==> config.mk <==
export PLATFORM = sky130hd
export DESIGN_NAME = cart_top
export DESIGN_NICKNAME = d
export VERILOG_FILES = /design/src/hw/cart_bus_pkg.sv /design/src/hw/msu_pkg.sv /design/src/hw/rom_mapper.sv /design/src/hw/msu_regs.sv /design/src/hw/cpu_data_mux.sv /design/src/hw/cart_top.sv
export VERILOG_INCLUDE_DIRS = /design/src /design/src/include
export SDC_FILE = /design/constraint.sdc
export NUM_CORES = 1
export LEC_CHECK = 0
export BUFFER_PORTS_ARGS = -buffer_cell sky130_fd_sc_hd__buf_4
export CAP_MARGIN = 20
export CORE_MARGIN = 3
export CORE_UTILIZATION = 50
export CTS_BUF_LIST = sky130_fd_sc_hd__clkbuf_8
export DETAILED_ROUTE_END_ITERATION = 10
export GPL_ROUTABILITY_DRIVEN = 0
export GPL_TIMING_DRIVEN = 0
export PLACE_DENSITY = 0.79
export SLEW_MARGIN = 20
export SYNTH_ARGS = -nofsm -noshare
export SYNTH_HDL_FRONTEND = slang
export SYNTH_SLANG_ARGS = --single-unit
==> constraint.sdc <==
create_clock -name mclk -period 3.79 [get_ports mclk]
set_input_delay 0.1895 -clock mclk [delete_from_list [all_inputs] [get_ports mclk]]
set_output_delay 0.1895 -clock mclk [all_outputs]
set_load 0.1 [all_outputs]
==> src/include/cart_consts.svh <==
`ifndef CART_CONSTS_SVH
`define CART_CONSTS_SVH

// MSU register window, CPU offset of the first register
`define CART_MSU_BASE          16'h2000

// read side
`define CART_MSU_REG_STATUS    3'd0
`define CART_MSU_REG_DATA      3'd1

// write side
`define CART_MSU_REG_SEEK0     3'd0
`define CART_MSU_REG_SEEK1     3'd1
`define CART_MSU_REG_SEEK2     3'd2
`define CART_MSU_REG_SEEK3     3'd3
`define CART_MSU_REG_TRACK_LO  3'd4
`define CART_MSU_REG_TRACK_HI  3'd5
`define CART_MSU_REG_VOLUME    3'd6

// "S-MSU1", read back at offsets 2..7
`define CART_MSU_ID_0          8'h53
`define CART_MSU_ID_1          8'h2d
`define CART_MSU_ID_2          8'h4d
`define CART_MSU_ID_3          8'h53
`define CART_MSU_ID_4          8'h55
`define CART_MSU_ID_5          8'h31

`define CART_MAP_HIROM_BIT     0

// lorom save ram banks
`define CART_LOROM_SRAM_FIRST  8'h70
`define CART_LOROM_SRAM_LAST   8'h7d

`define CART_STATUS_BUSY_BIT   7

`endif

==> src/hw/cart_bus_pkg.sv <==
package cart_bus_pkg;

	// cpu side
	typedef logic [23:0] cpu_addr_t;
	typedef logic [7:0]  cpu_data_t;

	// rom port, 16 bit wide, byte addressed
	typedef logic [23:0] rom_addr_t;
	typedef logic [15:0] rom_word_t;

	typedef logic [19:0] bsram_addr_t;

	typedef logic [7:0]  map_ctrl_t; // bit 0 selects hirom

endpackage

==> src/hw/msu_pkg.sv <==
package msu_pkg;

	typedef logic [31:0] msu_addr_t; // byte position in the data file
	typedef logic [15:0] msu_track_t;
	typedef logic [7:0]  msu_volume_t;

	// four-phase fetch of one data byte
	typedef enum logic [1:0] {
		FETCH_IDLE,
		FETCH_REQ,
		FETCH_DROP
	} msu_fetch_t;

endpackage

==> src/hw/rom_mapper.sv <==
`include "cart_consts.svh"

module rom_mapper (
	input  logic                      mclk,
	input  logic                      rst_n,

	input  cart_bus_pkg::cpu_addr_t   ca,
	input  logic                      cpurd_n,
	input  logic                      cpuwr_n,
	input  logic                      romsel_n,
	input  cart_bus_pkg::cpu_data_t   cpu_wdata,

	input  cart_bus_pkg::map_ctrl_t   map_ctrl,
	input  cart_bus_pkg::rom_addr_t   rom_mask,
	input  cart_bus_pkg::bsram_addr_t bsram_mask,

	output cart_bus_pkg::rom_addr_t   rom_addr,
	input  cart_bus_pkg::rom_word_t   rom_q,
	output logic                      rom_ce_n,
	output logic                      rom_oe_n,

	output cart_bus_pkg::bsram_addr_t bsram_addr,
	output cart_bus_pkg::cpu_data_t   bsram_d,
	input  cart_bus_pkg::cpu_data_t   bsram_q,
	output logic                      bsram_ce_n,
	output logic                      bsram_oe_n,
	output logic                      bsram_we_n,

	output cart_bus_pkg::cpu_data_t   map_data,
	output logic                      map_sel
);

	logic                      hirom;
	logic                      lo_sram;
	logic                      hi_sram;
	logic                      sram_hit;
	logic                      rom_hit;
	logic [21:0]               rom_raw;
	logic [19:0]               sram_raw;
	cart_bus_pkg::rom_addr_t   rom_next;
	cart_bus_pkg::bsram_addr_t bsram_next;

	assign hirom = map_ctrl[`CART_MAP_HIROM_BIT];

	assign lo_sram = !hirom && !ca[15] &&
		(ca[23:16] >= `CART_LOROM_SRAM_FIRST) && (ca[23:16] <= `CART_LOROM_SRAM_LAST);
	assign hi_sram = hirom && (ca[22:21] == 2'b01) && (ca[15:13] == 3'b011); // 20-3f/a0-bf:6000-7fff

	assign sram_hit = lo_sram || hi_sram;
	assign rom_hit  = !romsel_n && !sram_hit; // save ram wins

	always_comb begin
		if (hirom) begin
			rom_raw  = ca[21:0];
			sram_raw = {2'b00, ca[20:16], ca[12:0]};
		end else begin
			rom_raw  = {ca[22:16], ca[14:0]}; // a23 and a15 dropped
			sram_raw = {1'b0, ca[19:16], ca[14:0]};
		end
	end

	assign rom_next   = {2'b00, rom_raw} & rom_mask;
	assign bsram_next = sram_raw & bsram_mask;

	always_ff @(posedge mclk) begin
		if (!rst_n) begin
			rom_ce_n   <= 1'b1;
			rom_oe_n   <= 1'b1;
			bsram_ce_n <= 1'b1;
			bsram_oe_n <= 1'b1;
			bsram_we_n <= 1'b1;
			map_sel    <= 1'b0;
		end else begin
			rom_ce_n   <= !rom_hit;
			rom_oe_n   <= !(rom_hit && !cpurd_n);
			bsram_ce_n <= !sram_hit;
			bsram_oe_n <= !(sram_hit && !cpurd_n);
			bsram_we_n <= !(sram_hit && !cpuwr_n);
			map_sel    <= rom_hit || sram_hit;
		end
	end

	always_ff @(posedge mclk) begin
		rom_addr   <= rom_next;
		bsram_addr <= bsram_next;
		bsram_d    <= cpu_wdata;
	end

	// byte lane of the rom word, or the save ram byte
	always_comb begin
		if (!bsram_ce_n) begin
			map_data = bsram_q;
		end else if (rom_addr[0]) begin
			map_data = rom_q[15:8];
		end else begin
			map_data = rom_q[7:0];
		end
	end

endmodule

==> src/hw/msu_regs.sv <==
`include "cart_consts.svh"

module msu_regs (
	input  logic                      mclk,
	input  logic                      rst_n,

	input  cart_bus_pkg::cpu_addr_t   ca,
	input  logic                      cpurd_n,
	input  logic                      cpuwr_n,
	input  cart_bus_pkg::cpu_data_t   cpu_wdata,

	output cart_bus_pkg::cpu_data_t   msu_data,
	output logic                      msu_sel,

	output msu_pkg::msu_addr_t        data_addr,
	output logic                      data_req,
	input  logic                      data_ack,
	input  cart_bus_pkg::cpu_data_t   msu_byte,

	output msu_pkg::msu_track_t       track_num,
	output msu_pkg::msu_volume_t      volume
);

	logic                    hit;
	logic [2:0]              off;
	logic                    cpuwr_q;
	logic                    cpurd_q;
	logic                    wr_first;
	logic                    rd_end;
	logic                    data_rd;
	logic                    seek_pend;
	logic                    adv_pend;
	logic                    busy;
	cart_bus_pkg::cpu_data_t status;
	cart_bus_pkg::cpu_data_t id_byte;
	cart_bus_pkg::cpu_data_t data_byte;
	msu_pkg::msu_addr_t      seek_addr;
	msu_pkg::msu_fetch_t     state;

	// banks 00-3f and 80-bf, 2000-2007
	assign hit = !ca[22] && ((ca[15:0] & 16'hfff8) == `CART_MSU_BASE);
	assign off = ca[2:0];

	assign wr_first = !cpuwr_n && cpuwr_q;
	assign rd_end   = cpurd_n && !cpurd_q;

	assign busy = seek_pend || adv_pend || (state != msu_pkg::FETCH_IDLE);

	always_comb begin
		status = '0;
		status[`CART_STATUS_BUSY_BIT] = busy;
	end

	always_comb begin
		case (off)
			3'd2:    id_byte = `CART_MSU_ID_0;
			3'd3:    id_byte = `CART_MSU_ID_1;
			3'd4:    id_byte = `CART_MSU_ID_2;
			3'd5:    id_byte = `CART_MSU_ID_3;
			3'd6:    id_byte = `CART_MSU_ID_4;
			default: id_byte = `CART_MSU_ID_5;
		endcase
	end

	always_ff @(posedge mclk) begin
		if (!rst_n) begin
			cpuwr_q   <= 1'b1;
			cpurd_q   <= 1'b1;
			msu_sel   <= 1'b0;
			data_rd   <= 1'b0;
			seek_pend <= 1'b0;
			adv_pend  <= 1'b0;
			state     <= msu_pkg::FETCH_IDLE;
			data_req  <= 1'b0;
			data_addr <= '0;
			seek_addr <= '0;
			track_num <= '0;
			volume    <= '0;
		end else begin
			cpuwr_q <= cpuwr_n;
			cpurd_q <= cpurd_n;
			msu_sel <= hit;

			case (state)
				msu_pkg::FETCH_IDLE: begin
					if (seek_pend || adv_pend) begin
						if (seek_pend) begin
							data_addr <= seek_addr;
						end else begin
							data_addr <= data_addr + 32'd1;
						end
						seek_pend <= 1'b0;
						adv_pend  <= 1'b0;
						data_req  <= 1'b1; // addr is valid on the same edge
						state     <= msu_pkg::FETCH_REQ;
					end
				end
				msu_pkg::FETCH_REQ: begin
					if (data_ack) begin
						data_req <= 1'b0;
						state    <= msu_pkg::FETCH_DROP;
					end
				end
				msu_pkg::FETCH_DROP: begin
					if (!data_ack) begin
						state <= msu_pkg::FETCH_IDLE;
					end
				end
				default: state <= msu_pkg::FETCH_IDLE;
			endcase

			// new requests land after the fsm so a set wins over a clear
			if (hit && wr_first) begin
				case (off)
					`CART_MSU_REG_SEEK0:    seek_addr[7:0]   <= cpu_wdata;
					`CART_MSU_REG_SEEK1:    seek_addr[15:8]  <= cpu_wdata;
					`CART_MSU_REG_SEEK2:    seek_addr[23:16] <= cpu_wdata;
					`CART_MSU_REG_SEEK3: begin
						seek_addr[31:24] <= cpu_wdata;
						seek_pend        <= 1'b1;
					end
					`CART_MSU_REG_TRACK_LO: track_num[7:0]   <= cpu_wdata;
					`CART_MSU_REG_TRACK_HI: track_num[15:8]  <= cpu_wdata;
					`CART_MSU_REG_VOLUME:   volume           <= cpu_wdata;
					default: ;
				endcase
			end

			if (rd_end) begin
				data_rd <= 1'b0;
			end else if (hit && !cpurd_n && (off == `CART_MSU_REG_DATA)) begin
				data_rd <= 1'b1;
			end

			if (rd_end && data_rd) begin
				adv_pend <= 1'b1; // step to the next byte
			end
		end
	end

	always_ff @(posedge mclk) begin
		if ((state == msu_pkg::FETCH_REQ) && data_ack) begin
			data_byte <= msu_byte;
		end

		case (off)
			`CART_MSU_REG_STATUS: msu_data <= status;
			`CART_MSU_REG_DATA:   msu_data <= data_byte; // old byte while busy
			default:              msu_data <= id_byte;
		endcase
	end

endmodule

==> src/hw/cpu_data_mux.sv <==
module cpu_data_mux (
	input  logic                    mclk,
	input  logic                    rst_n,

	input  logic                    cpurd_n,

	input  cart_bus_pkg::cpu_data_t map_data,
	input  logic                    map_sel,
	input  cart_bus_pkg::cpu_data_t msu_data,
	input  logic                    msu_sel,

	output cart_bus_pkg::cpu_data_t cpu_rdata
);

	logic                    rd_q;
	logic                    src_ok;
	cart_bus_pkg::cpu_data_t src_data;

	// msu has priority over the cart map
	always_comb begin
		src_ok   = 1'b1;
		src_data = '0;
		if (msu_sel) begin
			src_data = msu_data;
		end else if (map_sel) begin
			src_data = map_data;
		end else begin
			src_ok = 1'b0;
		end
	end

	always_ff @(posedge mclk) begin
		if (!rst_n) begin
			rd_q      <= 1'b0;
			cpu_rdata <= '0;
		end else begin
			rd_q <= !cpurd_n; // lines up with the registered selects
			if (rd_q && src_ok) begin
				cpu_rdata <= src_data;
			end
			// otherwise open bus, last value stays
		end
	end

endmodule

==> src/hw/cart_top.sv <==
module cart_top (
	input  logic                      mclk,
	input  logic                      rst_n,

	input  cart_bus_pkg::cpu_addr_t   ca,
	input  logic                      cpurd_n,
	input  logic                      cpuwr_n,
	input  logic                      romsel_n,
	input  cart_bus_pkg::cpu_data_t   cpu_wdata,
	output cart_bus_pkg::cpu_data_t   cpu_rdata,

	input  cart_bus_pkg::map_ctrl_t   map_ctrl,
	input  cart_bus_pkg::rom_addr_t   rom_mask,
	input  cart_bus_pkg::bsram_addr_t bsram_mask,

	output cart_bus_pkg::rom_addr_t   rom_addr,
	input  cart_bus_pkg::rom_word_t   rom_q,
	output logic                      rom_ce_n,
	output logic                      rom_oe_n,

	output cart_bus_pkg::bsram_addr_t bsram_addr,
	output cart_bus_pkg::cpu_data_t   bsram_d,
	input  cart_bus_pkg::cpu_data_t   bsram_q,
	output logic                      bsram_ce_n,
	output logic                      bsram_oe_n,
	output logic                      bsram_we_n,

	output msu_pkg::msu_addr_t        data_addr,
	output logic                      data_req,
	input  logic                      data_ack,
	input  cart_bus_pkg::cpu_data_t   msu_byte,
	output msu_pkg::msu_track_t       track_num,
	output msu_pkg::msu_volume_t      volume
);

	cart_bus_pkg::cpu_data_t map_data;
	logic                    map_sel;
	cart_bus_pkg::cpu_data_t msu_data;
	logic                    msu_sel;

	rom_mapper rom_mapper (
		.mclk       (mclk),
		.rst_n      (rst_n),
		.ca         (ca),
		.cpurd_n    (cpurd_n),
		.cpuwr_n    (cpuwr_n),
		.romsel_n   (romsel_n),
		.cpu_wdata  (cpu_wdata),
		.map_ctrl   (map_ctrl),
		.rom_mask   (rom_mask),
		.bsram_mask (bsram_mask),
		.rom_addr   (rom_addr),
		.rom_q      (rom_q),
		.rom_ce_n   (rom_ce_n),
		.rom_oe_n   (rom_oe_n),
		.bsram_addr (bsram_addr),
		.bsram_d    (bsram_d),
		.bsram_q    (bsram_q),
		.bsram_ce_n (bsram_ce_n),
		.bsram_oe_n (bsram_oe_n),
		.bsram_we_n (bsram_we_n),
		.map_data   (map_data),
		.map_sel    (map_sel)
	);

	msu_regs msu_regs (
		.mclk      (mclk),
		.rst_n     (rst_n),
		.ca        (ca),
		.cpurd_n   (cpurd_n),
		.cpuwr_n   (cpuwr_n),
		.cpu_wdata (cpu_wdata),
		.msu_data  (msu_data),
		.msu_sel   (msu_sel),
		.data_addr (data_addr),
		.data_req  (data_req),
		.data_ack  (data_ack),
		.msu_byte  (msu_byte),
		.track_num (track_num),
		.volume    (volume)
	);

	cpu_data_mux cpu_data_mux (
		.mclk      (mclk),
		.rst_n     (rst_n),
		.cpurd_n   (cpurd_n),
		.map_data  (map_data),
		.map_sel   (map_sel),
		.msu_data  (msu_data),
		.msu_sel   (msu_sel),
		.cpu_rdata (cpu_rdata)
	);

endmodule

After elaboration in Yosys (flattened, before gate mapping)

Index checks and enable logic that the tools add are counted.

Flip-flop bits (word level): 180
Input bits: 122
Output and inout bits: 122
Logic and storage cells: 127

Add/sub/neg operators: 1
$lt $le $gt $ge: 2
Eq/ne operators: 14
Muxes and demuxes: 25
Bitwise gates (word level): 3
Reductions and logical operators: 53

Operator list:

| kind                  | number |
|---|---|
| $add 32x1->32 const B | 1 |
| $mux 32               | 1 |
| $mux 8                | 4 |
| $pmux 7 s4            | 1 |
| $and 22x24->24        | 1 |
| $mux 22               | 1 |
| $and 19x20->20        | 1 |
| $mux 19               | 1 |
| $logic_and 1x1->1     | 18 |
| $reduce_and 2->1      | 9 |
| $pmux 8 s2            | 1 |
| $eq 13x11->1 const B  | 1 |
| $logic_not 1->1       | 12 |
| $mux 1                | 11 |
| $eq 3x2->1 const B    | 3 |
| $eq 3x3->1 const B    | 3 |
| $ge 8x7->1 const B    | 1 |
| $le 8x7->1 const B    | 1 |
| $reduce_bool 2->1     | 4 |
| $mux 2                | 3 |
| $pmux 2 s3            | 1 |
| $reduce_and 3->1      | 2 |
| $eq 2x1->1 const B    | 2 |
| $logic_or 1x1->1      | 4 |
| other kinds (9)       | 11 |

Logic depth before layout (Yosys ltp)

Gate-level depths: netlist of the first run.

Depth after elaboration: 9
Gate-level depth with buffers: 7
Mapped depth without buffers: 5

Cells and area by module

From an unflattened synthesis of the first run, not the netlist that was laid out.

Cells, all modules: 824
Area total of the unflattened synthesis: 7666.1 µm²

By module, submodules not included:

| module       | instances | cells each | area an instance (µm²) |
|---|---|---|---|
| msu_regs     | 1         | 627        | 5464.0 |
| rom_mapper   | 1         | 159        | 1737.9 |
| cpu_data_mux | 1         | 38         | 464.2 |

Least setup slack after synthesis of the first run

Ideal clock, no wire load.

Path type: register to register
Start: register msu_regs.data_addr[1]
End: register msu_regs.data_addr[30]
Setup time: 0.080 ns
Arrival time: 2.910 ns
Required time: 3.710 ns
Setup slack: 0.801 ns
Stages on the path, launching flop included: 7
Period minus slack after synthesis: 2.989 ns
Cells stage by stage: dfxtp_1 ha_1 nand4_4 or4_1 buf_2 or4_1 o211ai_1

Longest elaborated chain between the ends: 2

RTL lines:

| element                | line           | RTL |
|---|---|---|
| start, declared        | msu_regs.sv:15 | `output msu_pkg::msu_addr_t data_addr,` |
| start signal, assigned | msu_regs.sv:88 | `data_addr <= seek_addr;` |
| start signal, assigned | msu_regs.sv:90 | `data_addr <= data_addr + 32'd1;` |
| $add 32x1->32          | msu_regs.sv:90 |  |
| $mux 32                | msu_regs.sv:87 | `if (seek_pend) begin` |

Every way passes these cells.
A chain may end at the register's enable or synchronous reset.

Final worst setup path of the first run

Start: register msu_regs.seek_pend
End: register msu_regs.data_addr[11]

Longest elaborated chain between the ends: 2
Elaborated cells between the ends (all ways): 3

RTL lines:

| element                    | line            | RTL |
|---|---|---|
| start, declared            | msu_regs.sv:31  | `logic seek_pend;` |
| start signal, assigned     | msu_regs.sv:71  | `seek_pend <= 1'b0;` |
| start signal, assigned     | msu_regs.sv:92  | `seek_pend <= 1'b0;` |
| start signal, assigned     | msu_regs.sv:120 | `seek_pend <= 1'b1;` |
| $logic_or 1x1->1           | msu_regs.sv:86  | `if (seek_pend \|\| adv_pend) begin` |
| $reduce_and 2->1 (no line) | --              |  |

Parallel ways exist; a longest one is shown, timed or not.

==> results.md, run 1 <==
- Worst Setup Start Kind: flop
- DRT antenna net count: 0
- Setup WS post-layout: 1.082 ns
- Drt pass-1 iters: 6
- Die width: 127.5 um
- Iter 0 DRT Violations: 902
- Total number of vias: 7484
- Post-CTS setup buffer count: 0
- Max-cap viol count: 0
- Root Buffer: clkbuf_8
- # rows: 43
- Post-place setup slack: 1.199 ns
- Tcrit/Tclk final: 71.45%
- GR Util met2: 49.86%
- Die extent in y: 127.5 um
- Total number of yosys warnings: 0
- Total Nets Final: 1231
- Post-layout minimum cycle time: 2.708 ns
- Setup tns final: 0 ns
- Power per cell area: 383.2 nW/um2
- WS Path Type: reg -> reg
- Routed wire length per instance: 19.24 um
- Setup violations, final: 0
- Largest net degree at the start of global routing: 17
- Share of cells above drive strength 1: 25.78%
- CORE AREA: 14150 um2
- Peak VDD IR: 0.4809 mV
- Total track usage: 30.07%
- First-pass GRT wire length: 38.70 mm
- Cts bufs inserted: 17
- Filler cells: 995
- Hold Fails Final Rpt: 0
- Die ar.: 16250 um2
- Register area share after synthesis: 49.12%
- Worst EP arrival: 3.11 ns
- Post-Synthesis Cells: 772
- F_max: 0.3693 GHz
- Ranking of synthesized cells by area: dfxtp_1 (46%), mux2i_1 (9.9%), nand2_1 (5.1%)
- Run status: finished, final reports clean
- Post_cts resized: 0
- Vias per Instance: 5.752
- Area growth, synth to finish: 43.59%
- Clock transition at path regs: 0.09 ns
- Post-synthesis register bit count: 177
- Most frequent cells in the layout: buf_4 (231), dfxtp_1 (169), nand2_1 (100)
- # port buffers: 228
- Hold/Removal Path Class: in -> reg
- Starting density of the core: 52.14%
- Synth Cell Area: 7377 um2
- I/O pin cnt: 244
- Met3 GRT Util: 8.696%
- Post-synth top area cell: dfxtp_1
- Hold-fix buffer count after cts: 87
- Main synth FF type: dfxtp_1
- Syn Area/Cell: 9.556 um2
- Commonest non-fill, non-tap cell in the layout: buf_4
- Synth async-reset ratio: 0%
- Met1 Use GR: 36.92%
- CTS tree: done
- GR Overflow Total: 0
- Residual DRC: 0
- Leak: 4.311 nW
- Worst-margin pin slew: 1.128 ns
- RSZ-0062 raised after global routing: no
- Synth unique cells: 74
- Clock latency on the worst-skew pair: 0.46 ns
- DP Wirelength: 16.16 mm
- # clock sinks: 177
- Number of flops mapped to enable cells by yosys: 8
- Clock skew: 0.007771 ns
- Fin. max-slew vios: 0
- Number of diodes: 0
- Worst slew margin: 24.12%
- Critical path required time: 4.19 ns
- Initial antenna violation count: 0
- CP endpoint kind: flop
- Yosys top cell area share: 45.86%
- H-tree depth: 4
- GRT Max-Usage Layer: met2
- Vias in the first global route: 7229
- Clock buffer depth: 2
- Drt total wl: 25.03 mm
- Critical Path Fanout Max: 10
-- cell usage after synthesis (all sizes together) (9+ instances only) --
cell type	number
buf	14
a211oi	10
nand2	100
dfxtp	169
and2	31
o21ai	30
nand3	15
a21boi	11
a21oi	43
nor2	37
nand4	18
inv	10
nor4	24
mux2i	73
nand2b	14
or3	9
clkbuf	41
and3	9
-- layout make-up --
class / count / area (um2) / area share, %
Tap cell: 180 / 225.2 / 2.126
Clock inverter: 15 / 166.4 / 1.571
Clock buffer: 17 / 234.0 / 2.209
Buffer: 55 / 230.2 / 2.173
Sequential cell: 177 / 3623 / 34.21
Inverter: 11 / 41.29 / 0.3898
Multi-Input combinational cell: 531 / 3490 / 32.94
Timing Repair Buffer: 315 / 2582 / 24.38
-- per-layer routing --
layer / vias up / wire length [um]
li1: 3461 / -
met1: 3522 / 9580
met2: 425 / 12100
met3: 76 / 2481
met4: 0 / 864
met5: - / 0
-- power by group --
group	switching, mW	leakage (nW)	internal (mW)
Combinational	0.507	2.65	0.242
Clock	0.702	0.205	0.648
Sequential	0.0365	1.45	1.92
Total	1.25	4.31	2.81
-- kinds of logic after synthesis --
family                   share of synthesized area (%)
other                                          0.05083
multiplexers                                     9.905
AO/OA/AOI/OAI                                    14.40
buffers and inverters                            3.680
AND/OR/NAND/NOR                                  22.56
XOR/XNOR                                        0.1187
flip-flops                                       49.12
adder cells (fa/ha/maj)                         0.1696
-- critical path: stages (launching register included) --
cell and delay, ns:
dfxtp_1 0.31, clkbuf_1 0.29, clkbuf_1 0.46, nor2_1 0.22, nor2_1 0.56, clkbuf_1 0.50, o21ai_1 0.15, a21oi_1 0.15
-- stage by stage --
stage               utilization, %  cell area [um2]  cells  total power, mW  hold slack, ns
CTS                          74.86            10590   1301            4.036       0.0004684
global route                 74.86            10590   1301            4.172         0.02588
finish                       74.86            10590   1301            4.059         0.02513
detailed placement           65.88             9321   1182            2.661          0.3057
floorplan                        -             7385    774            2.448          0.2172
global placement             65.88             9321   1182            2.655          0.3040
-- state kept, by name, indices dropped and copies added, names as in the netlist, 2 cells and up --
| register | cells |
|---|---|
| msu_regs.data_addr | 32 |
| msu_regs.seek_addr | 32 |
| rom_mapper.rom_addr | 22 |
| rom_mapper.bsram_addr | 19 |
| msu_regs.track_num | 16 |
| cpu_data_mux.cpu_rdata | 8 |
| msu_regs.data_byte | 8 |
| msu_regs.msu_data | 8 |
| msu_regs.volume | 8 |
| rom_mapper.bsram_d | 8 |
| msu_regs.state | 2 |
-- path summary, 6_finish.rpt --
path / startpoint / to / slack (ns) / cells after the start
max: msu_regs.seek_pend$_SDFF_PN0_ / msu_regs.data_addr[11]$_SDFFE_PN0P_ / 1.08 / 7
min: ca[19] / rom_mapper.bsram_addr[18]$_DFF_P_ / 0.03 / 3
max reg2reg: msu_regs.seek_pend$_SDFF_PN0_ / msu_regs.data_addr[11]$_SDFFE_PN0P_ / 1.08 / 7
min reg2reg: msu_regs.seek_addr[3]$_SDFFE_PN0P_ / msu_regs.seek_addr[3]$_SDFFE_PN0P_ / 0.46 / 2
Power figures use the tool's default switching activity.
==> inputs of run 2 (changes only) <==
--- a/config.mk
+++ b/config.mk
@@ -6,10 +6,11 @@
 export SDC_FILE = /design/constraint.sdc
 export NUM_CORES = 1
 export LEC_CHECK = 0
+export ABC_AREA = 1
 export BUFFER_PORTS_ARGS = -buffer_cell sky130_fd_sc_hd__buf_4
 export CAP_MARGIN = 20
 export CORE_MARGIN = 3
-export CORE_UTILIZATION = 50
+export CORE_UTILIZATION = 48
 export CTS_BUF_LIST = sky130_fd_sc_hd__clkbuf_8
 export DETAILED_ROUTE_END_ITERATION = 10
 export GPL_ROUTABILITY_DRIVEN = 0
==> constraint.sdc (replaced) <==
create_clock -name mclk -period 2.3 [get_ports mclk]
set_input_delay 0.115 -clock mclk [delete_from_list [all_inputs] [get_ports mclk]]
set_output_delay 0.115 -clock mclk [all_outputs]
set_load 0.1 [all_outputs]
==> run 2 against run 1 <==
Against the previous run:
- critical path depth stayed put
- sequential share of layout area decreased by 1.3 points
- clock skew grew 0.0022 ns
- global-route usage grew 0.79 points
- clock power increased by 64%
- final cell count grew 30%
- first-iteration DRC count decreased by 22%
- flip-flop and latch count unchanged
- sequential power increased by 63%
- via count rose by 15%
- synthesized cell count rose by 45%
- combinational power increased by 41%
- largest power group unchanged
==> results.md, run 2 <==
- Power consumption: 6.458 mW
- Most frequent cells in the layout: nand2_1 (358), buf_4 (229), nor2_1 (197)
- Largest net degree at the start of global routing: 17
- Biggest regs: msu_regs.data_addr x32, msu_regs.seek_addr x32, rom_mapper.rom_addr x22
- Post-Synthesis Cells: 1116
- # port buffers: 226
- GR Overflow Total: 0
- Hold/Removal Path Class: in -> reg
- Routed wire length per instance: 16.08 um
- Drt total wl: 27.25 mm
- Worst slew margin: 44.38%
- Tcrit/Tclk final: 89.62%
- Post-layout minimum cycle time: 2.061 ns
- Synth unique cells: 31
- Met3 WL post-DR: 2.470 mm
- Total number of yosys warnings: 0
- Layout Cells excl Fill: 1694
- Drt pass-1 iters: 5
- Power per cell area: 586.6 nW/um2
- Total number of vias: 8606
- Setup tns final: 0 ns
- Initial antenna violation count: 1
- DRT antenna net count: 0
- CTS tree: done
- Vias in the first global route: 8286
- Ranking of synthesized cells by area: dfxtp_1 (45%), nand2_1 (18%), nor2_1 (9.8%)
- Slowest stage delay, CP: 0.42 ns
- Synth Cell Area: 7570 um2
- Met2 WL: 13.31 mm
- Met1 WL: 10.23 mm
- Worst EP arrival: 2.40 ns
- Fin. max-slew vios: 0
- Hold Fails Final Rpt: 0
- Critical path required time: 2.64 ns
- Critical Path Fanout Max: 7
- Filler cells: 1179
- Total Nets Final: 1592
- Residual DRC: 0
- Register area: 3626 um2
- CORE AREA: 15310 um2
- CP cell instances: ha_1 > inv_1 > nor2_1 > nand3_1 > xnor2_1 > o21ai_0 > a21oi_1
- Post-synthesis register bit count: 177
- Setup violations, final: 0
- Register area share after synthesis: 47.87%
- # clock sinks: 177
- Placed cells: 1555
- Worst-margin pin slew: 0.8298 ns
- WS Path Type: reg -> reg
- Clock buffer depth: 2
- Clock latency on the worst-skew pair: 0.47 ns
- Critical Path Slowest Stage Cell: nor2_1
- Share of cells above drive strength 1: 19.03%
- Number of flops mapped to enable cells by yosys: 8
- H-tree depth: 4
- Vias per Instance: 5.080
- Clock skew: 0.009957 ns
- Dominant cell by count in the synthesized netlist: nand2_1
- Die width: 131.6 um
- CP endpoint kind: flop
- Area growth, synth to finish: 45.42%
- Worst Setup Start Kind: flop
- F_max: 0.4851 GHz
- Main synth FF type: dfxtp_1
- I/O pin cnt: 244
- Post_cts resized: 0
- Commonest non-fill, non-tap cell in the layout: nand2_1
- First-pass GRT wire length: 42.48 mm
- RSZ-0062 raised after global routing: no
- Die ar.: 17310 um2
- Syn Area/Cell: 6.783 um2
- Root Buffer: clkbuf_8
- Leak: 5.249 nW
- Peak VDD IR: 0.4958 mV
- Synth async-reset ratio: 0%
- Post-synth top area cell: dfxtp_1
- # rows: 45
- Cts bufs inserted: 17
- Yosys top cell area share: 44.69%
- Starting density of the core: 49.43%
- Area of the multi-input gates: 3246 um2
- Clock transition at path regs: 0.09 ns
- Top cells by count, synth: nand2_1 (358), nor2_1 (197), dfxtp_1 (169)
- DP Wirelength: 17.52 mm
- Die extent in y: 131.6 um
- Run status: finished, final reports clean
- Max-cap viol count: 0
- Iter 0 DRT Violations: 704
- Total track usage: 30.87%
- Highest routed layer: met4
==> run 2: cell count changes after synthesis, sizes merged, moves of 18 or more <==
cell   before  now
nand2     100  358
nor2       37  197
inv        10  140
mux2i      73    0
and2       31    1
nor4       24    0
nand3      15   33
==> run 2: per-layer routing <==
metal / GRT usage (%) / vias to the layer above
met5: 0 / -
met4: 15.58 / 0
met3: 8.078 / 95
met2: 53.38 / 430
met1: 35.15 / 3928
li1: - / 4153
==> run 2: final cells by class <==
type	count	share of cell area (%)
Tap cell	211	2.398
Inverter	141	4.808
Buffer	42	1.671
Sequential cell	177	32.94
Multi-Input combinational cell	758	29.48
Antenna cell	1	0.02273
Clock inverter	14	1.375
Timing Repair Buffer	332	25.05
Clock buffer	18	2.251
==> run 2: cell families after synthesis <==
logic type               share of synthesized area (%)
AO/OA/AOI/OAI                                    10.71
flip-flops                                       47.87
AND/OR/NAND/NOR                                  31.67
buffers and inverters                            9.421
other                                          0.04954
XOR/XNOR                                        0.1157
adder cells (fa/ha/maj)                         0.1653
==> run 2: power by group <==
group          switching [mW]  leakage (nW)  internal, mW
clock                    1.20         0.200          1.01
combinational           0.701          3.60         0.360
sequential             0.0328          1.45          3.15
total                    1.94          5.25          4.52
==> run 2: final timing paths <==
| path | startpoint | to | slack (ns) | cells past startpoint |
|---|---|---|---|---|
| worst max-delay path | msu_regs.data_addr[0]$_SDFFE_PN0P_ | msu_regs.data_addr[10]$_SDFFE_PN0P_ | 0.24 | 7 |
| worst min-delay path | ca[2] | msu_regs.msu_data[2]$_DFF_P_ | 0.03 | 3 |
| worst max register to register | msu_regs.data_addr[0]$_SDFFE_PN0P_ | msu_regs.data_addr[10]$_SDFFE_PN0P_ | 0.24 | 7 |
| worst min register to register | msu_regs.data_byte[0]$_DFFE_PP_ | msu_regs.msu_data[0]$_DFF_P_ | 0.45 | 2 |
==> run 2: worst max-delay path, delay by kind of cell, from the launching register on <==
family          cells  cell delay [ns]
compound gates      2             0.41
xor+xnor            1             0.19
fa+ha+maj           1             0.19
buf+inv             1             0.07
flops               1             0.38
simple gates        2             0.68
==> run 2: metrics by stage <==
step | area, um2 | util, % | hold slack, ns | worst slack (ns)
after global placement | 9540 | 62.30 | 0.2939 | 0.3172
after detailed placement | 9545 | 62.33 | 0.2944 | 0.2470
after global routing | 11010 | 71.88 | 0.04022 | 0.1017
after floorplan | 7580 | - | 0.1427 | 0.08659
after CTS | 11010 | 71.86 | 0.002811 | 0.3217
final | 11010 | 71.88 | 0.02541 | 0.2387
==> run 2: repair_timing <==
item / in CTS / in global routing
hold buffers: 106 / 0
endpoints found under the hold margin: 128 / 0
setup buffers: 0 / 0
